==> src/source/rv_pkg.sv <==
package rv_pkg;

    // major opcodes handled by the slice
    typedef enum logic [6:0] {
        op_imm = 7'b0010011,
        op     = 7'b0110011,
        lui    = 7'b0110111,
        jal    = 7'b1101111,
        jalr   = 7'b1100111,
        branch = 7'b1100011
    } opcode_e;

    typedef enum logic [2:0] {
        alu_add    = 3'd0,
        alu_sub    = 3'd1,
        alu_and    = 3'd2,
        alu_or     = 3'd3,
        alu_xor    = 3'd4,
        alu_pass_b = 3'd5  // lui
    } alu_op_e;

    typedef enum logic [1:0] {
        br_none = 2'd0,
        br_beq  = 2'd1,
        br_bne  = 2'd2,
        br_jump = 2'd3  // jal and jalr
    } br_op_e;

    typedef enum logic {
        wb_alu  = 1'b0,
        wb_link = 1'b1  // pc + 4
    } wb_sel_e;

    localparam logic [2:0] f3_add_sub = 3'b000;
    localparam logic [2:0] f3_xor     = 3'b100;
    localparam logic [2:0] f3_or      = 3'b110;
    localparam logic [2:0] f3_and     = 3'b111;
    localparam logic [2:0] f3_beq     = 3'b000;
    localparam logic [2:0] f3_bne     = 3'b001;
    localparam logic [6:0] f7_base    = 7'b0000000;
    localparam logic [6:0] f7_alt     = 7'b0100000;  // sub

    typedef struct packed {
        logic [6:0] funct7;
        logic [4:0] rs2;
        logic [4:0] rs1;
        logic [2:0] funct3;
        logic [4:0] rd;
        opcode_e    opcode;
    } instr_r_t;

    typedef struct packed {
        logic [11:0] imm12;
        logic [4:0]  rs1;
        logic [2:0]  funct3;
        logic [4:0]  rd;
        opcode_e     opcode;
    } instr_i_t;

    // same 32-bit word, two field layouts
    typedef union packed {
        instr_r_t r;
        instr_i_t i;
    } instr_u;

endpackage

==> src/source/id_ex_if.sv <==
`timescale 1ns/1ps

interface id_ex_if #(
    parameter int XLEN = 64
) ();

    logic                valid;
    rv_pkg::alu_op_e     alu_op;
    rv_pkg::br_op_e      br_op;
    rv_pkg::wb_sel_e     wb_sel;
    logic                sel_imm;  // operand b from imm
    logic                sel_pc;   // operand a from pc
    logic [4:0]          rd;
    logic                wr_en;
    logic [XLEN-1:0]     rs1_val;
    logic [XLEN-1:0]     rs2_val;
    logic [XLEN-1:0]     imm;
    logic [XLEN-1:0]     pc;

    modport dec_mp (
        output valid, alu_op, br_op, wb_sel, sel_imm, sel_pc, rd, wr_en,
               rs1_val, rs2_val, imm, pc
    );

    modport reg_in_mp (
        input valid, alu_op, br_op, wb_sel, sel_imm, sel_pc, rd, wr_en,
              rs1_val, rs2_val, imm, pc
    );

    modport reg_out_mp (
        output valid, alu_op, br_op, wb_sel, sel_imm, sel_pc, rd, wr_en,
               rs1_val, rs2_val, imm, pc
    );

    modport ex_mp (
        input valid, alu_op, br_op, wb_sel, sel_imm, sel_pc, rd, wr_en,
              rs1_val, rs2_val, imm, pc
    );

endinterface

==> src/source/rv_execute.sv <==
`timescale 1ns/1ps

module rv_execute #(
    parameter int XLEN = 64
) (
    id_ex_if.ex_mp          ex,
    output logic            flush_o,
    output logic [XLEN-1:0] redirect_pc_o,
    output logic            wb_en_o,
    output logic [4:0]      wb_addr_o,
    output logic [XLEN-1:0] wb_data_o
);

    logic [XLEN-1:0] op_a;
    logic [XLEN-1:0] op_b;
    logic [XLEN-1:0] alu_res;
    logic [XLEN-1:0] pc_imm;
    logic [XLEN-1:0] link;
    logic            equal;
    logic            taken;

    assign op_a = ex.sel_pc ? ex.pc : ex.rs1_val;
    assign op_b = ex.sel_imm ? ex.imm : ex.rs2_val;

    always_comb begin
        case (ex.alu_op)
            rv_pkg::alu_add:    alu_res = op_a + op_b;
            rv_pkg::alu_sub:    alu_res = op_a - op_b;
            rv_pkg::alu_and:    alu_res = op_a & op_b;
            rv_pkg::alu_or:     alu_res = op_a | op_b;
            rv_pkg::alu_xor:    alu_res = op_a ^ op_b;
            rv_pkg::alu_pass_b: alu_res = op_b;
            default:            alu_res = op_a + op_b;
        endcase
    end

    assign equal = (ex.rs1_val == ex.rs2_val);

    always_comb begin
        case (ex.br_op)
            rv_pkg::br_beq:  taken = equal;
            rv_pkg::br_bne:  taken = !equal;
            rv_pkg::br_jump: taken = 1'b1;
            default:         taken = 1'b0;
        endcase
    end

    assign pc_imm = ex.pc + ex.imm;
    assign link   = ex.pc + XLEN'(4);

    // jalr target comes out of the alu, low bit dropped
    always_comb begin
        if ((ex.br_op == rv_pkg::br_jump) && !ex.sel_pc) begin
            redirect_pc_o = {alu_res[XLEN-1:1], 1'b0};
        end else begin
            redirect_pc_o = pc_imm;
        end
    end

    assign flush_o   = ex.valid && taken;  // also redirect
    assign wb_en_o   = ex.valid && ex.wr_en && (ex.rd != 5'd0);
    assign wb_addr_o = ex.rd;
    assign wb_data_o = (ex.wb_sel == rv_pkg::wb_link) ? link : alu_res;

endmodule

==> src/flat_wrapper.sv <==
// flat-port wrapper written by rule: the top's interface ports become plain ports
module rv_execute_flat 
#(
    parameter int XLEN = 64
)
  (flush_o, redirect_pc_o, wb_en_o, wb_addr_o, wb_data_o, ex_valid, ex_alu_op, ex_br_op, ex_wb_sel, ex_sel_imm, ex_sel_pc, ex_rd, ex_wr_en, ex_rs1_val, ex_rs2_val, ex_imm, ex_pc);
  id_ex_if #(.XLEN(XLEN)) ex_i ();
  output logic flush_o;
  output logic [XLEN-1:0] redirect_pc_o;
  output logic wb_en_o;
  output logic [4:0] wb_addr_o;
  output logic [XLEN-1:0] wb_data_o;
  input wire logic [$bits(ex_i.valid)-1:0] ex_valid;
  input wire logic [$bits(ex_i.alu_op)-1:0] ex_alu_op;
  input wire logic [$bits(ex_i.br_op)-1:0] ex_br_op;
  input wire logic [$bits(ex_i.wb_sel)-1:0] ex_wb_sel;
  input wire logic [$bits(ex_i.sel_imm)-1:0] ex_sel_imm;
  input wire logic [$bits(ex_i.sel_pc)-1:0] ex_sel_pc;
  input wire logic [$bits(ex_i.rd)-1:0] ex_rd;
  input wire logic [$bits(ex_i.wr_en)-1:0] ex_wr_en;
  input wire logic [$bits(ex_i.rs1_val)-1:0] ex_rs1_val;
  input wire logic [$bits(ex_i.rs2_val)-1:0] ex_rs2_val;
  input wire logic [$bits(ex_i.imm)-1:0] ex_imm;
  input wire logic [$bits(ex_i.pc)-1:0] ex_pc;
  assign ex_i.valid = ex_valid;
  assign ex_i.alu_op = ex_alu_op;
  assign ex_i.br_op = ex_br_op;
  assign ex_i.wb_sel = ex_wb_sel;
  assign ex_i.sel_imm = ex_sel_imm;
  assign ex_i.sel_pc = ex_sel_pc;
  assign ex_i.rd = ex_rd;
  assign ex_i.wr_en = ex_wr_en;
  assign ex_i.rs1_val = ex_rs1_val;
  assign ex_i.rs2_val = ex_rs2_val;
  assign ex_i.imm = ex_imm;
  assign ex_i.pc = ex_pc;
  rv_execute #(.XLEN(XLEN)) u_core (.ex(ex_i), .flush_o(flush_o), .redirect_pc_o(redirect_pc_o), .wb_en_o(wb_en_o), .wb_addr_o(wb_addr_o), .wb_data_o(wb_data_o));
endmodule
==> config.mk <==
export PLATFORM = sky130hd
export DESIGN_NAME = rv_execute_flat
export DESIGN_NICKNAME = d
export VERILOG_FILES = /design/src/source/rv_pkg.sv /design/src/source/id_ex_if.sv /design/src/source/rv_execute.sv /design/src/flat_wrapper.sv
export SDC_FILE = /design/constraint.sdc
export NUM_CORES = 1
export LEC_CHECK = 0
export ABC_AREA = 0
export BUFFER_PORTS_ARGS = -buffer_cell sky130_fd_sc_hd__buf_2
export CAP_MARGIN = 20
export CORE_UTILIZATION = 58
export DETAILED_ROUTE_END_ITERATION = 10
export PLACE_DENSITY = 0.85
export SYNTH_ARGS = -nofsm -noshare
export SYNTH_HDL_FRONTEND = slang
export SYNTH_SLANG_ARGS = --single-unit
==> constraint.sdc <==
create_clock -name vclk -period 10.4
set_clock_uncertainty 0.15 [all_clocks]
set_input_delay 0.52 -clock vclk [all_inputs]
set_output_delay 0.52 -clock vclk [all_outputs]
set_load 0.01 [all_outputs]
==> results.md <==
- Routed wire length: 75300 um
- Setup TNS after final layout: 0 ns
- Sequential cell area: 0 um^2
- Postcts setup bufs: 0
- Met3 Use GR: 0.0768
- Hold/Removal Path Class: input port to primary output
- Total non-filler cell area in the finished layout: 19400 um^2
- Mean area per synthesized cell: just under 7 um^2
- Average wire per cell in the routed design: 23.3 um
- Post-Synthesis Cell Area: 17300 um^2
- Ports placed on the boundary: 406
- Required time of the worst setup path: 9.73 ns
- Mapped Nets: approximately 3100
- GPL Wtd Cong: 1.12
- Quantity of I/O buffers inserted on ports: 406
- Power per unit of standard cell area: 81.6 nW/um^2
- Post-layout util: 0.670
- CP Max Fanout: 45
- Final Net Count: between 3000 and 4000
- Maximum number of pins on one net before global-route repair: 53
- Endpoint type of the worst setup path: primary output
- Starting density of the core: 0.596
- DP HPWL: 62300 um
- DRC violation count after routing: 0
- Count of standard-cell rows: 62
- Total number of vias: 22100
- Critical path cell sequence: buf_4, buf_4, mux2i_1, o21ai_1, or2_1, or3_1, or3_1, nor4_1, o211ai_1, o31ai_1, xnor2_1, ha_1, a21oi_1, o21ai_0, a221oi_1, o21bai_1, a221o_1, a21oi_1, a21oi_1, a31oi_1, o21ai_0, a311oi_1, mux2i_1, buf_2
- Global routing's busiest layer: met2
- Vias in the first global route: around 21000
- Result of the run: finished clean
- Cell total after placement: 3228
- Top cell family by delay on the critical path: compound AO/OA/AOI/OAI gates
- Relative slew slack: 0.273
- Global-route met2 utilization: 0.753
- Die area: 30500 um^2
- Post_cts resized: 0
- Number of instances on the worst hold path: 2
- Category of the most critical setup path: input port to primary output
- Number of nets still failing antenna checks after routing: 0
- Unrepaired setup endpoints after global routing: no
- Number of pins with negative max-slew slack in the final report: 0
- Max Cap Viol: 0
- Overall routing resource usage: 0.466
- Worst Hold End: wb_addr_o[1]
- Detailed Route Iter0 Violations: 2514
- Ratio of cells with drive above 1 in the final layout: 0.165
- Arrival time worst endpoint: between 8 and 9 ns
- Via density: between 6 and 7
- Proportion of synthesized chip area in sequential cells: 0
- Hold Fails Final Rpt: 0
- Layout-stage area growth over the synthesis result: 12.4%
- Cell area after placement: 19400 um^2
- Number of antenna violations at the first check in global routing: 2
- Global-route track usage on met1: 0.587
- Peak supply drop: 0.0398 mV
- Delay of the slowest cell on the worst path: 0.59 ns
- Actual transition at the worst max-transition pin: ~1.1 ns
- Die width: 175 um
- Floorplan Core Area: 29000 um^2
- Post-layout minimum cycle time: just under 9 ns
- Synthesis warning total: 0
- Drt pass-1 iters: 6
- Worst Path Buf+Inv: 3
- Seq cells: 0
- Count of non-filler cells in the finished layout: approximately 3200
- Crit-path slowest cell: sky130_fd_sc_hd__buf_4
- Wire length of the first global-routing pass: 113000 um
- Synth Instances: 2553
- Sum of overflow across all layers after global routing: 0
- CP Launch Type: input port
- Setup Viol. Count Final: 0
- Leakage: 9.45 nW
- Fillers: 2720
- Dominant cell type by count on the critical path: sky130_fd_sc_hd__a21oi_1
- Final period utilization: 0.839
- Die Span Y: 175 um
- Number of unique standard cell types used by synthesis: 77
- Maximum clock frequency: 115 MHz
- Number of cells on the critical path: 24
- Number of hold-repair buffers added at the cts stage: 0
- Worst hold start: ex_rd[1]
- CLK BUF: 0
-- metal layers --
metal | up-vias | share of wire
met5 | - | 0.00017
met4 | 2 | 0.071
met3 | 364 | 0.12
met2 | 1640 | 0.43
met1 | 10200 | 0.38
li1 | 9862 | -
-- cell usage in the layout (no fill, tap or decap), types with 55 or more instances in the layout --
| cell type | n |
|---|---|
| sky130_fd_sc_hd__a21o_1 | 55 |
| sky130_fd_sc_hd__a21oi_1 | 280 |
| sky130_fd_sc_hd__inv_1 | 182 |
| sky130_fd_sc_hd__mux2i_1 | 172 |
| sky130_fd_sc_hd__nor2_1 | 186 |
| sky130_fd_sc_hd__xor2_1 | 137 |
| sky130_fd_sc_hd__buf_2 | 403 |
| sky130_fd_sc_hd__xnor2_1 | 156 |
| sky130_fd_sc_hd__nand3_1 | 63 |
| sky130_fd_sc_hd__ha_1 | 256 |
| sky130_fd_sc_hd__nand2_1 | 205 |
| sky130_fd_sc_hd__o21ai_0 | 162 |
-- layout make-up --
type | count | area (um^2) | area share
well taps | 384 | 480 | 0.0247
repair buffers | 423 | 2170 | 0.111
diodes | 1 | 2.50 | 0.000129
multi-input cells | 2239 | 16100 | 0.829
inverters | 182 | 683 | 0.0351
-- worst max path at each step --
stage,slack (ns),end,start
6_report,1.68,wb_data_o[61],ex_sel_imm
5_1_grt,1.25,wb_data_o[61],ex_sel_imm
4_1_cts,1.91,wb_data_o[61],ex_sel_imm
3_5_place_dp,1.94,wb_data_o[61],ex_sel_imm
3_3_place_gp,2.27,wb_data_o[61],ex_sel_imm
2_1_floorplan,2.39,wb_data_o[61],ex_sel_imm
-- kinds of logic after synthesis --
group	share of synthesized area
compound gates	0.282
xor+xnor	0.148
fa+ha+maj	0.187
buf+inv	0.0707
mux	0.113
simple gates	0.198
-- cell usage after synthesis, types with 21 or more instances --
library cell / instances / area (um^2)
sky130_fd_sc_hd__nor3_1: 45 / 225
sky130_fd_sc_hd__o21bai_1: 28 / 210
sky130_fd_sc_hd__o21ai_0: 162 / 811
sky130_fd_sc_hd__a21o_1: 55 / 413
sky130_fd_sc_hd__xnor2_1: 156 / 1370
sky130_fd_sc_hd__inv_1: 182 / 683
sky130_fd_sc_hd__nand3_1: 63 / 315
sky130_fd_sc_hd__a21oi_1: 280 / 1400
sky130_fd_sc_hd__o31ai_1: 21 / 158
sky130_fd_sc_hd__mux2i_1: 172 / 1720
sky130_fd_sc_hd__ha_1: 256 / 3200
sky130_fd_sc_hd__a31oi_1: 24 / 150
sky130_fd_sc_hd__nor4_1: 25 / 156
sky130_fd_sc_hd__o22ai_1: 34 / 213
sky130_fd_sc_hd__xor2_1: 137 / 1200
sky130_fd_sc_hd__nand2_1: 205 / 769
sky130_fd_sc_hd__nor2_1: 190 / 713
sky130_fd_sc_hd__a221o_1: 32 / 320
sky130_fd_sc_hd__nand4_1: 52 / 325
sky130_fd_sc_hd__clkbuf_1: 103 / 387
-- report_power, final --
group	total (mW)	internal [mW]	switching (mW)
registers	0	0	0
clock network	0.0000000129	0.0000000129	0
logic	1.59	0.588	0.999
total	1.59	0.588	0.999
-- per-stage QoR --
step / total power, mW / setup WS (ns) / hold WS [ns]
5_1_grt: 1.69 / 1.25 / 1.10
3_5_place_dp: 1.52 / 1.94 / 1.09
2_1_floorplan: 1.01 / 2.39 / 0.979
6_report: 1.59 / 1.68 / 1.09
4_1_cts: 1.53 / 1.91 / 1.09
3_3_place_gp: 1.49 / 2.27 / 1.09
No activity file was read; power rests on OpenSTA's default activity.
