## src/source/rv_pkg.sv

```systemverilog
package rv_pkg;

    // major opcodes handled by the slice
    typedef enum logic [6:0] {
        op_imm = 7'b0010011,
        op     = 7'b0110011,
        lui    = 7'b0110111,
        jal    = 7'b1101111,
        jalr   = 7'b1100111,
        branch = 7'b1100011
    } opcode_e;

    typedef enum logic [2:0] {
        alu_add    = 3'd0,
        alu_sub    = 3'd1,
        alu_and    = 3'd2,
        alu_or     = 3'd3,
        alu_xor    = 3'd4,
        alu_pass_b = 3'd5  // lui
    } alu_op_e;

    typedef enum logic [1:0] {
        br_none = 2'd0,
        br_beq  = 2'd1,
        br_bne  = 2'd2,
        br_jump = 2'd3  // jal and jalr
    } br_op_e;

    typedef enum logic {
        wb_alu  = 1'b0,
        wb_link = 1'b1  // pc + 4
    } wb_sel_e;

    localparam logic [2:0] f3_add_sub = 3'b000;
    localparam logic [2:0] f3_xor     = 3'b100;
    localparam logic [2:0] f3_or      = 3'b110;
    localparam logic [2:0] f3_and     = 3'b111;
    localparam logic [2:0] f3_beq     = 3'b000;
    localparam logic [2:0] f3_bne     = 3'b001;
    localparam logic [6:0] f7_base    = 7'b0000000;
    localparam logic [6:0] f7_alt     = 7'b0100000;  // sub

    typedef struct packed {
        logic [6:0] funct7;
        logic [4:0] rs2;
        logic [4:0] rs1;
        logic [2:0] funct3;
        logic [4:0] rd;
        opcode_e    opcode;
    } instr_r_t;

    typedef struct packed {
        logic [11:0] imm12;
        logic [4:0]  rs1;
        logic [2:0]  funct3;
        logic [4:0]  rd;
        opcode_e     opcode;
    } instr_i_t;

    // same 32-bit word, two field layouts
    typedef union packed {
        instr_r_t r;
        instr_i_t i;
    } instr_u;

endpackage

```

## src/source/id_ex_if.sv

```systemverilog
`timescale 1ns/1ps

interface id_ex_if #(
    parameter int XLEN = 64
) ();

    logic                valid;
    rv_pkg::alu_op_e     alu_op;
    rv_pkg::br_op_e      br_op;
    rv_pkg::wb_sel_e     wb_sel;
    logic                sel_imm;  // operand b from imm
    logic                sel_pc;   // operand a from pc
    logic [4:0]          rd;
    logic                wr_en;
    logic [XLEN-1:0]     rs1_val;
    logic [XLEN-1:0]     rs2_val;
    logic [XLEN-1:0]     imm;
    logic [XLEN-1:0]     pc;

    modport dec_mp (
        output valid, alu_op, br_op, wb_sel, sel_imm, sel_pc, rd, wr_en,
               rs1_val, rs2_val, imm, pc
    );

    modport reg_in_mp (
        input valid, alu_op, br_op, wb_sel, sel_imm, sel_pc, rd, wr_en,
              rs1_val, rs2_val, imm, pc
    );

    modport reg_out_mp (
        output valid, alu_op, br_op, wb_sel, sel_imm, sel_pc, rd, wr_en,
               rs1_val, rs2_val, imm, pc
    );

    modport ex_mp (
        input valid, alu_op, br_op, wb_sel, sel_imm, sel_pc, rd, wr_en,
              rs1_val, rs2_val, imm, pc
    );

endinterface

```

## src/source/rv_id_ex.sv

```systemverilog
`timescale 1ns/1ps

module rv_id_ex #(
    parameter int XLEN = 64
) (
    input  logic          clk,
    input  logic          reset_i,
    input  logic          bubble_i,
    input  logic          flush_i,
    id_ex_if.reg_in_mp    d_in,
    id_ex_if.reg_out_mp   d_out
);

    always_ff @(posedge clk) begin
        if (reset_i || bubble_i || flush_i) begin  // empty slot
            d_out.valid   <= 1'b0;
            d_out.alu_op  <= rv_pkg::alu_add;
            d_out.br_op   <= rv_pkg::br_none;
            d_out.wb_sel  <= rv_pkg::wb_alu;
            d_out.sel_imm <= 1'b0;
            d_out.sel_pc  <= 1'b0;
            d_out.rd      <= 5'd0;
            d_out.wr_en   <= 1'b0;
            d_out.rs1_val <= {XLEN{1'b0}};
            d_out.rs2_val <= {XLEN{1'b0}};
            d_out.imm     <= {XLEN{1'b0}};
            d_out.pc      <= {XLEN{1'b0}};
        end else begin
            d_out.valid   <= d_in.valid;
            d_out.alu_op  <= d_in.alu_op;
            d_out.br_op   <= d_in.br_op;
            d_out.wb_sel  <= d_in.wb_sel;
            d_out.sel_imm <= d_in.sel_imm;
            d_out.sel_pc  <= d_in.sel_pc;
            d_out.rd      <= d_in.rd;
            d_out.wr_en   <= d_in.wr_en;
            d_out.rs1_val <= d_in.rs1_val;
            d_out.rs2_val <= d_in.rs2_val;
            d_out.imm     <= d_in.imm;
            d_out.pc      <= d_in.pc;
        end
    end

endmodule

```

## src/flat_wrapper.sv

```systemverilog
// flat-port wrapper written by rule: the top's interface ports become plain ports
module rv_id_ex_flat 
#(
    parameter int XLEN = 64
)
  (clk, reset_i, bubble_i, flush_i, d_in_valid, d_in_alu_op, d_in_br_op, d_in_wb_sel, d_in_sel_imm, d_in_sel_pc, d_in_rd, d_in_wr_en, d_in_rs1_val, d_in_rs2_val, d_in_imm, d_in_pc, d_out_valid, d_out_alu_op, d_out_br_op, d_out_wb_sel, d_out_sel_imm, d_out_sel_pc, d_out_rd, d_out_wr_en, d_out_rs1_val, d_out_rs2_val, d_out_imm, d_out_pc);
  id_ex_if #(.XLEN(XLEN)) d_in_i ();
  id_ex_if #(.XLEN(XLEN)) d_out_i ();
  input  logic clk;
  input  logic reset_i;
  input  logic bubble_i;
  input  logic flush_i;
  input wire logic [$bits(d_in_i.valid)-1:0] d_in_valid;
  input wire logic [$bits(d_in_i.alu_op)-1:0] d_in_alu_op;
  input wire logic [$bits(d_in_i.br_op)-1:0] d_in_br_op;
  input wire logic [$bits(d_in_i.wb_sel)-1:0] d_in_wb_sel;
  input wire logic [$bits(d_in_i.sel_imm)-1:0] d_in_sel_imm;
  input wire logic [$bits(d_in_i.sel_pc)-1:0] d_in_sel_pc;
  input wire logic [$bits(d_in_i.rd)-1:0] d_in_rd;
  input wire logic [$bits(d_in_i.wr_en)-1:0] d_in_wr_en;
  input wire logic [$bits(d_in_i.rs1_val)-1:0] d_in_rs1_val;
  input wire logic [$bits(d_in_i.rs2_val)-1:0] d_in_rs2_val;
  input wire logic [$bits(d_in_i.imm)-1:0] d_in_imm;
  input wire logic [$bits(d_in_i.pc)-1:0] d_in_pc;
  output wire logic [$bits(d_out_i.valid)-1:0] d_out_valid;
  output wire logic [$bits(d_out_i.alu_op)-1:0] d_out_alu_op;
  output wire logic [$bits(d_out_i.br_op)-1:0] d_out_br_op;
  output wire logic [$bits(d_out_i.wb_sel)-1:0] d_out_wb_sel;
  output wire logic [$bits(d_out_i.sel_imm)-1:0] d_out_sel_imm;
  output wire logic [$bits(d_out_i.sel_pc)-1:0] d_out_sel_pc;
  output wire logic [$bits(d_out_i.rd)-1:0] d_out_rd;
  output wire logic [$bits(d_out_i.wr_en)-1:0] d_out_wr_en;
  output wire logic [$bits(d_out_i.rs1_val)-1:0] d_out_rs1_val;
  output wire logic [$bits(d_out_i.rs2_val)-1:0] d_out_rs2_val;
  output wire logic [$bits(d_out_i.imm)-1:0] d_out_imm;
  output wire logic [$bits(d_out_i.pc)-1:0] d_out_pc;
  assign d_in_i.valid = d_in_valid;
  assign d_in_i.alu_op = d_in_alu_op;
  assign d_in_i.br_op = d_in_br_op;
  assign d_in_i.wb_sel = d_in_wb_sel;
  assign d_in_i.sel_imm = d_in_sel_imm;
  assign d_in_i.sel_pc = d_in_sel_pc;
  assign d_in_i.rd = d_in_rd;
  assign d_in_i.wr_en = d_in_wr_en;
  assign d_in_i.rs1_val = d_in_rs1_val;
  assign d_in_i.rs2_val = d_in_rs2_val;
  assign d_in_i.imm = d_in_imm;
  assign d_in_i.pc = d_in_pc;
  assign d_out_valid = d_out_i.valid;
  assign d_out_alu_op = d_out_i.alu_op;
  assign d_out_br_op = d_out_i.br_op;
  assign d_out_wb_sel = d_out_i.wb_sel;
  assign d_out_sel_imm = d_out_i.sel_imm;
  assign d_out_sel_pc = d_out_i.sel_pc;
  assign d_out_rd = d_out_i.rd;
  assign d_out_wr_en = d_out_i.wr_en;
  assign d_out_rs1_val = d_out_i.rs1_val;
  assign d_out_rs2_val = d_out_i.rs2_val;
  assign d_out_imm = d_out_i.imm;
  assign d_out_pc = d_out_i.pc;
  rv_id_ex #(.XLEN(XLEN)) u_core (.clk(clk), .reset_i(reset_i), .bubble_i(bubble_i), .flush_i(flush_i), .d_in(d_in_i), .d_out(d_out_i));
endmodule
```

## config.mk

```make
export PLATFORM = sky130hd
export DESIGN_NAME = rv_id_ex_flat
export DESIGN_NICKNAME = d
export VERILOG_FILES = /design/src/source/rv_pkg.sv /design/src/source/id_ex_if.sv /design/src/source/rv_id_ex.sv /design/src/flat_wrapper.sv
export SDC_FILE = /design/constraint.sdc
export NUM_CORES = 1
export LEC_CHECK = 0
export BUFFER_PORTS_ARGS = -buffer_cell sky130_fd_sc_hd__buf_2
export CAP_MARGIN = 25
export CORE_ASPECT_RATIO = 0.7
export CORE_MARGIN = 10
export CORE_UTILIZATION = 30
export DETAILED_ROUTE_END_ITERATION = 10
export PLACE_DENSITY = 0.56
export SLEW_MARGIN = 15
export SYNTH_ARGS = -nofsm -noshare
export SYNTH_HDL_FRONTEND = slang
export SYNTH_SLANG_ARGS = --single-unit
```

## constraint.sdc

```tcl
create_clock -name clk -period 1.1 [get_ports clk]
set_clock_uncertainty 0.2 [all_clocks]
set_input_delay 0 -clock clk [delete_from_list [all_inputs] [get_ports clk]]
set_output_delay 0 -clock clk [all_outputs]
set_load 0.03 [all_outputs]
```

==> results.py, run 1 <==
metrics = {
    "outcome": {
        "outcome": "did not finish",
        "stop_stage": "4_1_cts",
        "tool.error": "[ERROR RSZ-0060] Max buffer count reached.",
    },
    "floorplan": {
        "num_io_pins": 546,
        "die_h_um": 171,
        "start_util_pct": 30.4,
        "die_w_um": 236,
        "num_rows": 55,
    },
    "place": {
        "place_congestion": 0.785,
        "dp_hpwl_um": 26300,
        "io_buffers": 545,
        "pre_cts_ws_ns": -0.0655,
    },
    "clocking": {
        "post_cts_resized": 813,
        "clock-root-buffer": "clkbuf_16",
        "numCtsBuffers": 27,
        "clock_path_buffers": 3,
        "ctsHoldBuffers": 322,
        "htree_levels": 1,
        "clock-sinks": 271,
        "post_cts_buffers": 0,
    },
    "yosys": {
        "synth_warnings": 0,
        "avgSynthCellArea_um2": 15.5,
        "yosysUniqueCellTypes": 7,
        "synth_top_area_share_pct": 55.2,
        "yosysSeqAreaShare_pct": 55.2,
        "netlist_instances": 632,
        "synth_nets": 907,
        "ys_top_cells_by_area": "dfxtp_1, nor4b_2, nor4b_1",
        "yosysTopAreaCell": "dfxtp_1",
        "synth-seq-cells": 271,
        "syn_area_um2": 9820,
    },
}
==> cell families after synthesis <==
| logic type | share of synthesized area [%] |
|---|---|
| buf+inv | 8.49 |
| flops | 55.2 |
| simple gates | 36.3 |
==> cell usage after synthesis <==
library cell    n
nor4b_1        81
buf_4           2
buf_2          18
nor4b_2       190
dfxtp_1       271
clkbuf_1        8
buf_6          62
==> stage by stage <==
stage	setup TNS, ns	cell area (um^2)	cells
floorplan	0	9820	632
global placement	-0.215	12800	1564
detailed placement	-1.07	12800	1564
==> run 2, diff against run 1 <==
--- a/config.mk
+++ b/config.mk
@@ -7,11 +7,10 @@
 export LEC_CHECK = 0
 export BUFFER_PORTS_ARGS = -buffer_cell sky130_fd_sc_hd__buf_2
 export CAP_MARGIN = 25
-export CORE_ASPECT_RATIO = 0.7
 export CORE_MARGIN = 10
-export CORE_UTILIZATION = 30
+export CORE_UTILIZATION = 20
 export DETAILED_ROUTE_END_ITERATION = 10
-export PLACE_DENSITY = 0.56
+export PLACE_DENSITY_LB_ADDON = 0.15
 export SLEW_MARGIN = 15
 export SYNTH_ARGS = -nofsm -noshare
 export SYNTH_HDL_FRONTEND = slang
==> run 2 against run 1 <==
The flow now finishes, with violations (negative hold slack, negative setup slack). Synthesized cell count did not move. Synthesized area stayed put.
==> results.py, run 2 <==
metrics = {
    "sta": {
        "hold_violations": 211,
        "tightest_slew_ns": 0.535,
        "rsz0062_at_grt": "true",
        "hold_slack_ns": -0.364,
        "fin_setup_tns_ns": -19.97,
        "fin_crit_sh_pct": 111,
        "worst_slack_ns": -0.119,
        "max_freq_mhz": 820,
        "slew_headroom_pct": 63.8,
        "slew_violations": 0,
        "setup_viol": 275,
        "finalCriticalPeriod_ns": 1.22,
    },
    "hold_path": {
        "hold_class": "in -> reg",
        "whs_path_depth": 3,
        "hold_end": "u_core.d_out.rs1_val[47]$_SDFF_PP0_",
        "min_from": "bubble_i",
    },
    "yosys": {
        "async_reset_ff_share_pct": 0,
        "yosysTopAreaCell": "dfxtp_1",
        "yosysUniqueCellTypes": 7,
        "netlist_instances": 632,
        "synth_top_area_share_pct": 55.2,
        "synth_compound_area_share_pct": 0,
        "yosysSeqAreaShare_pct": 55.2,
        "synthXorXnorAreaFrac_pct": 0,
        "synthTopCellsByCount": "dfxtp_1, nor4b_2, nor4b_1, buf_6, buf_2",
        "synth-seq-cells": 271,
        "synth_top_family_by_area": "simple AND/OR/NAND/NOR gates",
        "yosysMostFrequentCell": "dfxtp_1",
        "avgSynthCellArea_um2": 15.5,
        "synth-main-ff-cell": "dfxtp_1",
        "syn_area_um2": 9820,
        "synth_warnings": 0,
        "synth_nets": 907,
        "synth-simple-area-share_pct": 36.3,
        "synthAdderAreaFrac_pct": 0,
        "ys_top_cells_by_area": "dfxtp_1, nor4b_2, nor4b_1",
        "synth_edf_count": 0,
        "synthMuxAreaShare_pct": 0,
    },
    "detailed_routing": {
        "wl_per_cell_um": 19.0,
        "drtIter0Drc": 285,
        "via_per_inst": 3.99,
        "routed_wl_um": 41100,
        "postRouteAntennaNets": 0,
        "drc": 0,
        "dr.pass1.iters": 4,
        "num_vias": 8637,
    },
    "pwr": {
        "p_leak_uw": 0.00786,
        "power_density_nw_per_um2": 1300,
        "peakVddDrop_v": 0.00102,
    },
    "layout": {
        "syn_to_final_growth_pct": 99.2,
        "layout-drive-gt1-share_pct": 76.7,
        "final_cell_mix": "dlygate4sd3_1, buf_2, buf_6, dfxtp_2, nor4b_2",
        "stdcell_count": 2166,
        "final_common_cell": "dlygate4sd3_1",
        "nNetsFinal": 1750,
        "final_core_util_pct": 40.1,
    },
    "floorplan": {
        "num_io_pins": 546,
        "start_util_pct": 20.1,
        "num_rows": 81,
        "die_h_um": 242,
        "die-area_um2": 58400,
        "core_area_um2": 48700,
        "die_w_um": 242,
    },
    "global_route": {
        "grt_use_total_pct": 13.5,
        "first_global_vias": 9993,
        "antenna_found_initial": 2,
        "grt_overflow": 0,
        "grt_max_degree": 75,
        "grt_pass1_wl_um": 62300,
    },
    "critical_path": {
        "worstPathArrival_ns": 1.02,
        "crit_slowest_cell": "dfxtp_4",
        "critPathBufInv": 1,
        "critPathCaptureType": "primary output",
        "path_cells": "buf_6",
        "cp_top_family": "flip-flops",
        "crit_type": "reg -> out",
        "slowest_delay_ns": 0.36,
        "cp_max_fo": 1,
        "start_kind": "flop",
        "worstPathRequired_ns": 0.90,
    },
    "place": {
        "place_congestion": 0.731,
        "placedCellCount": 1815,
        "io_buffers": 545,
        "dp_hpwl_um": 27600,
    },
    "outcome": {
        "violations": "negative hold slack, negative setup slack",
        "outcome": "finished with violations",
    },
    "clocking": {
        "clock-root-buffer": "clkbuf_16",
        "clock-sinks": 271,
        "htree_levels": 2,
        "cts_tree": "done",
        "clk_pin_slew_worst_paths_ns": 0.06,
        "clock_path_buffers": 3,
        "numCtsBuffers": 35,
    },
    "job": {
        "drv_cap": 0,
    },
}
==> run 2: cell counts after synthesis <==
Identical to the previous run, type by type.
==> run 2: worst max path at each step <==
stage / start / endpoint / slack [ns] / cells after the start
2_1_floorplan: reset_i / u_core.d_out.imm[0]$_SDFF_PP0_ / 0.16 / 4
3_3_place_gp: bubble_i / u_core.d_out.rs1_val[34]$_SDFF_PP0_ / -0.14 / 4
3_5_place_dp: bubble_i / u_core.d_out.rs1_val[34]$_SDFF_PP0_ / -0.13 / 4
4_1_cts: u_core.d_out.imm[10]$_SDFF_PP0_ / d_out_imm[10] / -0.17 / 1
5_1_grt: u_core.d_out.imm[10]$_SDFF_PP0_ / d_out_imm[10] / -0.17 / 1
6_report: u_core.d_out.imm[10]$_SDFF_PP0_ / d_out_imm[10] / -0.12 / 1
==> run 2: stage by stage <==
stage	total power, uW	setup WS (ns)	instance area [um^2]
2_1_floorplan	12100	0.157	9820
3_3_place_gp	13100	-0.143	13300
3_5_place_dp	13100	-0.133	13300
4_1_cts	25900	-0.175	19700
5_1_grt	26600	-0.174	19600
6_report	25500	-0.119	19600
==> run 2: metal layers <==
metal	GRT usage, %	routed length, um	share of wire, %	up-vias
met5	0	0	0	-
met4	4.88	1170	2.8	0
li1	-	-	-	4084
met2	25.2	22200	54	299
met3	4.76	2980	7.2	74
met1	13.5	14800	36	4180
==> run 2: area by class of cell <==
cell class | instances | area, um^2
fill | 4552 | 29200
timing repair buffer | 896 | 8070
sequential | 271 | 5770
multi-input combinational | 271 | 3760
clock buffer | 51 | 1040
tap | 664 | 831
clock inverter | 11 | 95.1
antenna | 2 | 5.00
==> run 2: cell families after synthesis <==
group | after synthesis
DFF | 271
and+or+nand+nor | 271
buffers and inverters | 90
==> run 2: what timing repair did <==
item | CTS | global route
gates cloned | 0 | 1
hold endpoints to repair | 271 | 194
pin swaps | 0 | 0
hold buffers | 322 | 5
setup endpoints to repair | 271 | 325
setup buffers | 0 | 0
resized for setup | 813 | 37
==> run 2: power breakdown <==
group | internal (uW) | leakage (uW) | switching (uW)
Combinational | 2120 | 0.00498 | 1830
Clock | 6800 | 0.000551 | 4470
Sequential | 10100 | 0.00233 | 132
Total | 19000 | 0.00786 | 6430
(Power assumes the default switching activity.)
