==> config.mk <==
export PLATFORM = sky130hd
export DESIGN_NAME = rv_decode_flat
export DESIGN_NICKNAME = d
export VERILOG_FILES = /design/src/source/rv_pkg.sv /design/src/source/id_ex_if.sv /design/src/source/rv_decode.sv /design/src/flat_wrapper.sv
export SDC_FILE = /design/constraint.sdc
export NUM_CORES = 1
export LEC_CHECK = 0
export ABC_CLOCK_PERIOD_IN_PS = 1920
export BUFFER_PORTS_ARGS = -buffer_cell sky130_fd_sc_hd__buf_2
export CORE_AREA = 5 5 223 225
export DETAILED_ROUTE_END_ITERATION = 10
export DIE_AREA = 0 0 228 230
export GPL_TIMING_DRIVEN = 0
export PLACE_DENSITY_LB_ADDON = 0.3
export SLEW_MARGIN = 20
export SYNTH_ARGS = -nofsm -noshare
export SYNTH_HDL_FRONTEND = slang
export SYNTH_SLANG_ARGS = --single-unit
==> constraint.sdc <==
create_clock -name vclk -period 1.92
set_clock_uncertainty 0.15 [all_clocks]
set_input_delay 0.192 -clock vclk [all_inputs]
set_output_delay 0.192 -clock vclk [all_outputs]
set_load 0.03 [all_outputs]
==> src/source/rv_pkg.sv <==
package rv_pkg;

    // major opcodes handled by the slice
    typedef enum logic [6:0] {
        op_imm = 7'b0010011,
        op     = 7'b0110011,
        lui    = 7'b0110111,
        jal    = 7'b1101111,
        jalr   = 7'b1100111,
        branch = 7'b1100011
    } opcode_e;

    typedef enum logic [2:0] {
        alu_add    = 3'd0,
        alu_sub    = 3'd1,
        alu_and    = 3'd2,
        alu_or     = 3'd3,
        alu_xor    = 3'd4,
        alu_pass_b = 3'd5  // lui
    } alu_op_e;

    typedef enum logic [1:0] {
        br_none = 2'd0,
        br_beq  = 2'd1,
        br_bne  = 2'd2,
        br_jump = 2'd3  // jal and jalr
    } br_op_e;

    typedef enum logic {
        wb_alu  = 1'b0,
        wb_link = 1'b1  // pc + 4
    } wb_sel_e;

    localparam logic [2:0] f3_add_sub = 3'b000;
    localparam logic [2:0] f3_xor     = 3'b100;
    localparam logic [2:0] f3_or      = 3'b110;
    localparam logic [2:0] f3_and     = 3'b111;
    localparam logic [2:0] f3_beq     = 3'b000;
    localparam logic [2:0] f3_bne     = 3'b001;
    localparam logic [6:0] f7_base    = 7'b0000000;
    localparam logic [6:0] f7_alt     = 7'b0100000;  // sub

    typedef struct packed {
        logic [6:0] funct7;
        logic [4:0] rs2;
        logic [4:0] rs1;
        logic [2:0] funct3;
        logic [4:0] rd;
        opcode_e    opcode;
    } instr_r_t;

    typedef struct packed {
        logic [11:0] imm12;
        logic [4:0]  rs1;
        logic [2:0]  funct3;
        logic [4:0]  rd;
        opcode_e     opcode;
    } instr_i_t;

    // same 32-bit word, two field layouts
    typedef union packed {
        instr_r_t r;
        instr_i_t i;
    } instr_u;

endpackage

==> src/source/id_ex_if.sv <==
`timescale 1ns/1ps

interface id_ex_if #(
    parameter int XLEN = 64
) ();

    logic                valid;
    rv_pkg::alu_op_e     alu_op;
    rv_pkg::br_op_e      br_op;
    rv_pkg::wb_sel_e     wb_sel;
    logic                sel_imm;  // operand b from imm
    logic                sel_pc;   // operand a from pc
    logic [4:0]          rd;
    logic                wr_en;
    logic [XLEN-1:0]     rs1_val;
    logic [XLEN-1:0]     rs2_val;
    logic [XLEN-1:0]     imm;
    logic [XLEN-1:0]     pc;

    modport dec_mp (
        output valid, alu_op, br_op, wb_sel, sel_imm, sel_pc, rd, wr_en,
               rs1_val, rs2_val, imm, pc
    );

    modport reg_in_mp (
        input valid, alu_op, br_op, wb_sel, sel_imm, sel_pc, rd, wr_en,
              rs1_val, rs2_val, imm, pc
    );

    modport reg_out_mp (
        output valid, alu_op, br_op, wb_sel, sel_imm, sel_pc, rd, wr_en,
               rs1_val, rs2_val, imm, pc
    );

    modport ex_mp (
        input valid, alu_op, br_op, wb_sel, sel_imm, sel_pc, rd, wr_en,
              rs1_val, rs2_val, imm, pc
    );

endinterface

==> src/source/rv_decode.sv <==
`timescale 1ns/1ps

module rv_decode #(
    parameter int XLEN = 64
) (
    input  logic            instr_valid_i,
    input  rv_pkg::instr_u  instr_i,
    input  logic [XLEN-1:0] pc_i,
    output logic [4:0]      rs1_addr_o,
    output logic [4:0]      rs2_addr_o,
    input  logic [XLEN-1:0] rs1_data_i,
    input  logic [XLEN-1:0] rs2_data_i,
    input  logic            wb_en_i,
    input  logic [4:0]      wb_addr_i,
    input  logic [XLEN-1:0] wb_data_i,
    output logic            bubble_o,
    id_ex_if.dec_mp         dec
);

    logic               supported;
    logic signed [31:0] imm_i;
    logic signed [31:0] imm_b;
    logic signed [31:0] imm_j;
    logic signed [31:0] imm_u;
    logic signed [31:0] imm_sel;

    assign rs1_addr_o = instr_i.r.rs1;
    assign rs2_addr_o = instr_i.r.rs2;

    assign imm_i = {{20{instr_i.i.imm12[11]}}, instr_i.i.imm12};
    assign imm_b = {{19{instr_i.r.funct7[6]}}, instr_i.r.funct7[6], instr_i.r.rd[0],
                    instr_i.r.funct7[5:0], instr_i.r.rd[4:1], 1'b0};
    assign imm_j = {{11{instr_i.i.imm12[11]}}, instr_i.i.imm12[11], instr_i.i.rs1,
                    instr_i.i.funct3, instr_i.i.imm12[0], instr_i.i.imm12[10:1], 1'b0};
    assign imm_u = {instr_i.i.imm12, instr_i.i.rs1, instr_i.i.funct3, 12'b0};

    // bypass from the instruction now in execute
    assign dec.rs1_val = (wb_en_i && (wb_addr_i == rs1_addr_o) && (rs1_addr_o != 5'd0))
                         ? wb_data_i : rs1_data_i;
    assign dec.rs2_val = (wb_en_i && (wb_addr_i == rs2_addr_o) && (rs2_addr_o != 5'd0))
                         ? wb_data_i : rs2_data_i;

    always_comb begin
        supported   = 1'b0;
        dec.alu_op  = rv_pkg::alu_add;
        dec.br_op   = rv_pkg::br_none;
        dec.wb_sel  = rv_pkg::wb_alu;
        dec.sel_imm = 1'b0;
        dec.sel_pc  = 1'b0;
        dec.wr_en   = 1'b0;
        imm_sel     = imm_i;
        case (instr_i.r.opcode)
            rv_pkg::op_imm: begin
                supported   = 1'b1;
                dec.sel_imm = 1'b1;
                dec.wr_en   = 1'b1;
                case (instr_i.i.funct3)
                    rv_pkg::f3_add_sub: dec.alu_op = rv_pkg::alu_add;
                    rv_pkg::f3_xor:     dec.alu_op = rv_pkg::alu_xor;
                    rv_pkg::f3_or:      dec.alu_op = rv_pkg::alu_or;
                    rv_pkg::f3_and:     dec.alu_op = rv_pkg::alu_and;
                    default:            supported  = 1'b0;  // shifts, slti
                endcase
            end
            rv_pkg::op: begin
                dec.wr_en = 1'b1;
                supported = (instr_i.r.funct7 == rv_pkg::f7_base);
                case (instr_i.r.funct3)
                    rv_pkg::f3_add_sub: begin
                        if (instr_i.r.funct7 == rv_pkg::f7_alt) begin
                            dec.alu_op = rv_pkg::alu_sub;
                            supported  = 1'b1;
                        end
                    end
                    rv_pkg::f3_xor: dec.alu_op = rv_pkg::alu_xor;
                    rv_pkg::f3_or:  dec.alu_op = rv_pkg::alu_or;
                    rv_pkg::f3_and: dec.alu_op = rv_pkg::alu_and;
                    default:        supported  = 1'b0;
                endcase
            end
            rv_pkg::lui: begin
                supported   = 1'b1;
                dec.alu_op  = rv_pkg::alu_pass_b;
                dec.sel_imm = 1'b1;
                dec.wr_en   = 1'b1;
                imm_sel     = imm_u;
            end
            rv_pkg::jal: begin
                supported   = 1'b1;
                dec.sel_pc  = 1'b1;  // alu gives pc + imm
                dec.sel_imm = 1'b1;
                dec.br_op   = rv_pkg::br_jump;
                dec.wb_sel  = rv_pkg::wb_link;
                dec.wr_en   = 1'b1;
                imm_sel     = imm_j;
            end
            rv_pkg::jalr: begin
                supported   = (instr_i.i.funct3 == 3'b000);
                dec.sel_imm = 1'b1;  // alu gives rs1 + imm
                dec.br_op   = rv_pkg::br_jump;
                dec.wb_sel  = rv_pkg::wb_link;
                dec.wr_en   = 1'b1;
            end
            rv_pkg::branch: begin
                supported = 1'b1;
                imm_sel   = imm_b;
                case (instr_i.r.funct3)
                    rv_pkg::f3_beq: dec.br_op = rv_pkg::br_beq;
                    rv_pkg::f3_bne: dec.br_op = rv_pkg::br_bne;
                    default:        supported = 1'b0;
                endcase
            end
            default: supported = 1'b0;
        endcase
    end

    assign dec.imm   = XLEN'(imm_sel);  // sign extends
    assign dec.rd    = instr_i.r.rd;
    assign dec.pc    = pc_i;
    assign dec.valid = instr_valid_i && supported;
    assign bubble_o  = !dec.valid;

endmodule

==> src/flat_wrapper.sv <==
// flat-port wrapper written by rule: the top's interface ports become plain ports
module rv_decode_flat 
#(
    parameter int XLEN = 64
)
  (instr_valid_i, instr_i, pc_i, rs1_addr_o, rs2_addr_o, rs1_data_i, rs2_data_i, wb_en_i, wb_addr_i, wb_data_i, bubble_o, dec_valid, dec_alu_op, dec_br_op, dec_wb_sel, dec_sel_imm, dec_sel_pc, dec_rd, dec_wr_en, dec_rs1_val, dec_rs2_val, dec_imm, dec_pc);
  id_ex_if #(.XLEN(XLEN)) dec_i ();
  input  logic instr_valid_i;
  input  rv_pkg::instr_u instr_i;
  input  logic [XLEN-1:0] pc_i;
  output logic [4:0] rs1_addr_o;
  output logic [4:0] rs2_addr_o;
  input  logic [XLEN-1:0] rs1_data_i;
  input  logic [XLEN-1:0] rs2_data_i;
  input  logic wb_en_i;
  input  logic [4:0] wb_addr_i;
  input  logic [XLEN-1:0] wb_data_i;
  output logic bubble_o;
  output wire logic [$bits(dec_i.valid)-1:0] dec_valid;
  output wire logic [$bits(dec_i.alu_op)-1:0] dec_alu_op;
  output wire logic [$bits(dec_i.br_op)-1:0] dec_br_op;
  output wire logic [$bits(dec_i.wb_sel)-1:0] dec_wb_sel;
  output wire logic [$bits(dec_i.sel_imm)-1:0] dec_sel_imm;
  output wire logic [$bits(dec_i.sel_pc)-1:0] dec_sel_pc;
  output wire logic [$bits(dec_i.rd)-1:0] dec_rd;
  output wire logic [$bits(dec_i.wr_en)-1:0] dec_wr_en;
  output wire logic [$bits(dec_i.rs1_val)-1:0] dec_rs1_val;
  output wire logic [$bits(dec_i.rs2_val)-1:0] dec_rs2_val;
  output wire logic [$bits(dec_i.imm)-1:0] dec_imm;
  output wire logic [$bits(dec_i.pc)-1:0] dec_pc;
  assign dec_valid = dec_i.valid;
  assign dec_alu_op = dec_i.alu_op;
  assign dec_br_op = dec_i.br_op;
  assign dec_wb_sel = dec_i.wb_sel;
  assign dec_sel_imm = dec_i.sel_imm;
  assign dec_sel_pc = dec_i.sel_pc;
  assign dec_rd = dec_i.rd;
  assign dec_wr_en = dec_i.wr_en;
  assign dec_rs1_val = dec_i.rs1_val;
  assign dec_rs2_val = dec_i.rs2_val;
  assign dec_imm = dec_i.imm;
  assign dec_pc = dec_i.pc;
  rv_decode #(.XLEN(XLEN)) u_core (.instr_valid_i(instr_valid_i), .instr_i(instr_i), .pc_i(pc_i), .rs1_addr_o(rs1_addr_o), .rs2_addr_o(rs2_addr_o), .rs1_data_i(rs1_data_i), .rs2_data_i(rs2_data_i), .wb_en_i(wb_en_i), .wb_addr_i(wb_addr_i), .wb_data_i(wb_data_i), .bubble_o(bubble_o), .dec(dec_i));
endmodule
==> results.json, run 1 <==
{
  "status": "complete, but fails checks",
  "violations": "negative setup slack",
  "antenna_found_initial": 5,
  "setup_ws_ns": -0.238,
  "slew-limit-headroom_pct": 80.0,
  "max_freq_ghz": 0.463,
  "dr_total_vias": 4841,
  "num-nets-final": 1199,
  "n_sequential_cell": 0,
  "portBuffers": 512,
  "post-route-drc-count": 0,
  "synth-seq-area-share_pct": 0,
  "power_mw": 2.24,
  "area_growth_pct": 169,
  "clockBufferCount": 0,
  "crit_path_start_kind": "primary input",
  "viasPerCell": 3.18,
  "track_usage_pct": 8.09,
  "drtIter0Drc": 122,
  "holdBufCountCts": 0,
  "dpl.hpwl_mm": 21.4,
  "final_cell_mix": "buf_2 (379), buf_6 (126), buf_4 (125), mux2_4 (110), nand2_1 (23)",
  "setup_viol": 129,
  "critPathLaunch": "wb_addr_i[3]",
  "row_count": 80,
  "route.antenna.remaining_nets": 0,
  "grt_max_degree": 37,
  "critPathArrivalTime_ns": 1.82,
  "fin_crit_sh_pct": 112,
  "grt_pass1_vias": 5206,
  "worst_setup_path_end_kind": "output port",
  "slew_violations": 0,
  "syn_inst": 365,
  "p_per_area_nw_per_um2": 261,
  "synth_nets": 660,
  "dieArea_sq_um": 52400,
  "drive_gt1_share_pct": 91.9,
  "rsz0062_at_grt": "yes",
  "avgSynthCellArea_sq_um": 8.73,
  "place.gp.congestion": 0.948,
  "pre_cts_ws_ns": -0.710,
  "hold_viol": 0,
  "fin_cells": 1520,
  "core_area_sq_um": 47300,
  "multi_input_area_sq_um": 2800,
  "layout_commonest_cell": "buf_2",
  "grt-ovfl-total": 0,
  "start_util_pct": 6.73,
  "wl_per_cell_microns": 16.9,
  "hold_class": "primary input to output port",
  "wl_mm": 25.7,
  "irDropWorstVdd_mv": 0.120,
  "p_leak_nw": 4.37,
  "firstDrtPassIters": 4,
  "die_y_microns": 230,
  "min_from": "pc_i[19]",
  "n_fill_cell": 5275,
  "yosysWarningCount": 0,
  "fin_crit_ns": 2.16,
  "place_inst": 1495,
  "worst_pin_slew_ns": 0.299,
  "syn_area_sq_um": 3190,
  "hold_ws_ns": 0.485,
  "cp_max_fo": 9,
  "ios": 577,
  "crit_required_ns": 1.58,
  "synth_cell_types": 37,
  "die_w_microns": 228,
  "drv_cap": 0,
  "final-seq-area_sq_um": 0,
  "crit_type": "primary input to output port",
  "grt_pass1_wl_mm": 33.3
}
critical path, stage by stage:
cell and delay, ns:
buf_8 0.12, xnor2_2 0.14, nand2_1 0.10, a211oi_4 0.25, buf_12 0.16, buf_12 0.15, clkbuf_16 0.17, mux2_2 0.33
buf_4 0.17
synthesized netlist by cell type (2+ instances only):
cell	instances	area share, %
mux2_2	115	41
a21oi_1	2	0.31
nor2_1	8	0.94
buf_6	12	4.2
nand2_1	23	2.7
a21o_1	12	2.8
nand2b_1	3	0.59
buf_2	4	0.63
o31ai_1	2	0.47
a22o_1	4	1.1
and2_1	2	0.39
xnor2_1	8	2.2
inv_1	3	0.35
nor3b_1	2	0.47
o21ai_0	3	0.47
buf_4	112	26
nand3_1	5	0.79
mux2_4	13	6.1
o41ai_1	3	0.82
a211oi_4	2	1.3
clkbuf_1	2	0.24
nor2b_1	9	1.8
o22ai_1	2	0.39
routing by layer:
layer / up-vias / global-route usage [%] / share of wire (%)
li1: 2261 / - / -
met1: 2218 / 8.90 / 36
met2: 326 / 15.3 / 52
met3: 34 / 1.78 / 7.6
met4: 2 / 2.80 / 3.6
met5: - / 0 / 0.051
area by class of cell:
type / count / area share (%)
well taps: 615 / 8.97
multi-input cells: 232 / 32.6
plain buffers: 128 / 12.9
repair buffers: 539 / 45.3
inverters: 3 / 0.131
diodes: 3 / 0.0875
power by group:
group	switching, mW	leakage [nW]	internal [mW]
clock	0	0.0000190	0.000000210
sequential	0	0	0
combinational	1.20	4.37	1.03
kinds of logic after synthesis:
family / count (synthesis) / share of synthesized area [%]
xor gates and xnor gates: 8 / 2.20
AOI/OAI and AO/OA: 36 / 9.31
and+or+nand+nor: 60 / 9.86
buffers and inverters: 133 / 31.9
muxes: 128 / 46.8
final timing paths:
path | end | slack [ns] | cells after the start
min | dec_pc[19] | 0.48 | 2
max | dec_rs1_val[48] | -0.24 | 9
stage by stage:
step	util [%]	setup TNS (ns)	area (sq um)
5_1_grt	18.1	-29.72	8580
6_report	18.1	-19.98	8580
3_5_place_dp	13.9	-74.15	6580
3_3_place_gp	13.8	-149.54	6530
4_1_cts	16.6	-21.46	7850
2_1_floorplan	-	0	3200
repair_timing:
action / CTS / global route
pin swaps: 10 / 10
setup buffers: 12 / 5
resized for setup: 296 / 192
endpoints found under the setup margin: 166 / 154
gates cloned: 3 / 8
Power figures use the tool's default switching activity.
==> run 2, diff against run 1 <==
==> constraint.sdc (replaced) <==
create_clock -name vclk -period 1.92
set_clock_uncertainty 0.15 [all_clocks]
set_input_delay 0.192 -clock vclk [all_inputs]
set_output_delay 0.192 -clock vclk [all_outputs]
set_load 0.05 [all_outputs]
==> results.json, run 2 (same netlist as run 1, synthesis figures left out) <==
{
  "status": "complete, but fails checks",
  "violations": "negative setup slack",
  "row_count": 80,
  "clkPwrFrac_pct": 0,
  "p_int_uw": 937,
  "dpl.hpwl_mm": 23.1,
  "grt_pass1_vias": 4949,
  "p_leak_nw": 4.02,
  "placed_area_sq_um": 6570,
  "firstDrtPassIters": 4,
  "hold_viol": 0,
  "p_sw_mw": 1.67,
  "die_y_microns": 230,
  "setup_viol": 134,
  "holdPathEnd": "dec_pc[40]",
  "route.antenna.remaining_nets": 0,
  "slew-limit-headroom_pct": 57.6,
  "worst_setup_path_end_kind": "output port",
  "wl_mm": 26.3,
  "final_core_util_pct": 16.9,
  "worst_pin_slew_ns": 0.635,
  "irDropWorstVdd_mv": 0.142,
  "grt-ovfl-total": 0,
  "slew_violations": 0,
  "whs_path_depth": 2,
  "final_cell_mix": "buf_2 (405), buf_4 (128), mux2_2 (91), buf_6 (84), mux2_4 (37)",
  "area_growth_pct": 151,
  "seqPwrFrac_pct": 0,
  "fin_crit_ns": 2.20,
  "ios": 577,
  "layout_commonest_cell": "buf_2",
  "crit_path_start_kind": "primary input",
  "cp_max_fo": 9,
  "num-nets-final": 1194,
  "track_usage_pct": 8.42,
  "fin_cells": 1517,
  "p_per_area_nw_per_um2": 326,
  "holdBufCountCts": 0,
  "min_from": "pc_i[40]",
  "dr_total_vias": 4828,
  "grt_max_degree": 37,
  "viasPerCell": 3.18,
  "portBuffers": 512,
  "drv_cap": 0,
  "max_freq_ghz": 0.454,
  "setup_ws_ns": -0.283,
  "core_area_sq_um": 47300,
  "wl_per_cell_microns": 17.3,
  "crit_type": "primary input to output port",
  "pre_cts_ws_ns": -0.880,
  "dieArea_sq_um": 52400,
  "drtIter0Drc": 91,
  "fin_crit_sh_pct": 115,
  "crit_required_ns": 1.58,
  "start_util_pct": 6.73,
  "hold_class": "primary input to output port",
  "p_sw_share_pct": 64.0,
  "final-seq-area_sq_um": 0,
  "drive_gt1_share_pct": 91.8,
  "comb_power_share_pct": 100.0,
  "n_sequential_cell": 0,
  "post-route-drc-count": 0,
  "grt_pass1_wl_mm": 34.4,
  "place.gp.congestion": 0.922,
  "power_mw": 2.61,
  "place_inst": 1492,
  "critPathArrivalTime_ns": 1.86,
  "rsz0062_at_grt": "yes",
  "fin_area_sq_um": 7990,
  "clockBufferCount": 0,
  "antenna_found_initial": 12,
  "die_w_microns": 228
}
run 2: cell count changes in the layout (fill, tap and decap cells not counted), moves of 3 or more:
| cell | before | now |
|---|---|---|
| mux2_2 | 18 | 91 |
| mux2_4 | 110 | 37 |
| xnor2_4 | 3 | 0 |
| buf_8 | 7 | 18 |
| buf_2 | 379 | 405 |
| buf_4 | 125 | 128 |
| buf_6 | 126 | 84 |
| clkbuf_4 | 1 | 4 |
run 2: layer usage:
metal / part of all wire (%) / vias to the layer above / GRT usage, %
met5: 0.080 / - / 0
met4: 1.6 / 4 / 1.55
met3: 7.1 / 28 / 1.86
met2: 52 / 323 / 15.5
met1: 40 / 2221 / 10.1
li1: - / 2252 / -
run 2: power groups by stage:
| stage | Clock (mW) | Combinational, mW | Sequential [mW] |
|---|---|---|---|
| 6_report | 0.000000358 | 2.61 | 0 |
| 5_1_grt | 0.0000000697 | 2.71 | 0 |
| 4_1_cts | 0 | 2.45 | 0 |
| 3_5_place_dp | 0 | 2.33 | 0 |
| 3_3_place_gp | 0 | 2.33 | 0 |
| 2_1_floorplan | 0 | 1.65 | 0 |
run 2: worst max-delay path, stage by stage:
cell and delay [ns]:
buf_8 0.11, xnor2_2 0.17, nand2_2 0.09, a211oi_4 0.32
buf_12 0.22, clkbuf_16 0.19, mux2_2 0.32, buf_2 0.21
run 2: final cells by class:
cell class / instances / area, sq um
Timing Repair Buffer: 532 / 3570
Inverter: 3 / 11.3
Buffer: 130 / 1150
Antenna cell: 5 / 12.5
Tap cell: 615 / 769
Multi-Input combinational cell: 232 / 2470
Fill cell: 5333 / 39400
run 2: timing repair:
action                                  CTS  global route
endpoints found under the setup margin  166           159
pin swaps                                 4            12
gates resized for setup                 147           211
cloned                                    0             6
setup buffers                             5             9
run 2: how the worst max path moves through the flow:
stage | startpoint | end | slack (ns) | cells after the start
2_1_floorplan | instr_i[2] | dec_sel_imm | -0.18 | 5
3_3_place_gp | instr_i[20] | dec_rs2_val[41] | -0.91 | 7
3_5_place_dp | instr_i[18] | dec_rs1_val[53] | -0.88 | 7
4_1_cts | wb_addr_i[3] | dec_rs2_val[49] | -0.32 | 8
5_1_grt | wb_addr_i[1] | dec_rs2_val[33] | -0.33 | 8
6_report | instr_i[21] | dec_rs2_val[29] | -0.28 | 8
run 2: through the flow:
step           hold slack (ns)  TNS [ns]
2_1_floorplan            0.373    -0.471
3_3_place_gp             0.538   -126.34
3_5_place_dp             0.537   -121.32
4_1_cts                  0.537    -35.04
5_1_grt                  0.539    -34.83
6_report                 0.536    -26.51
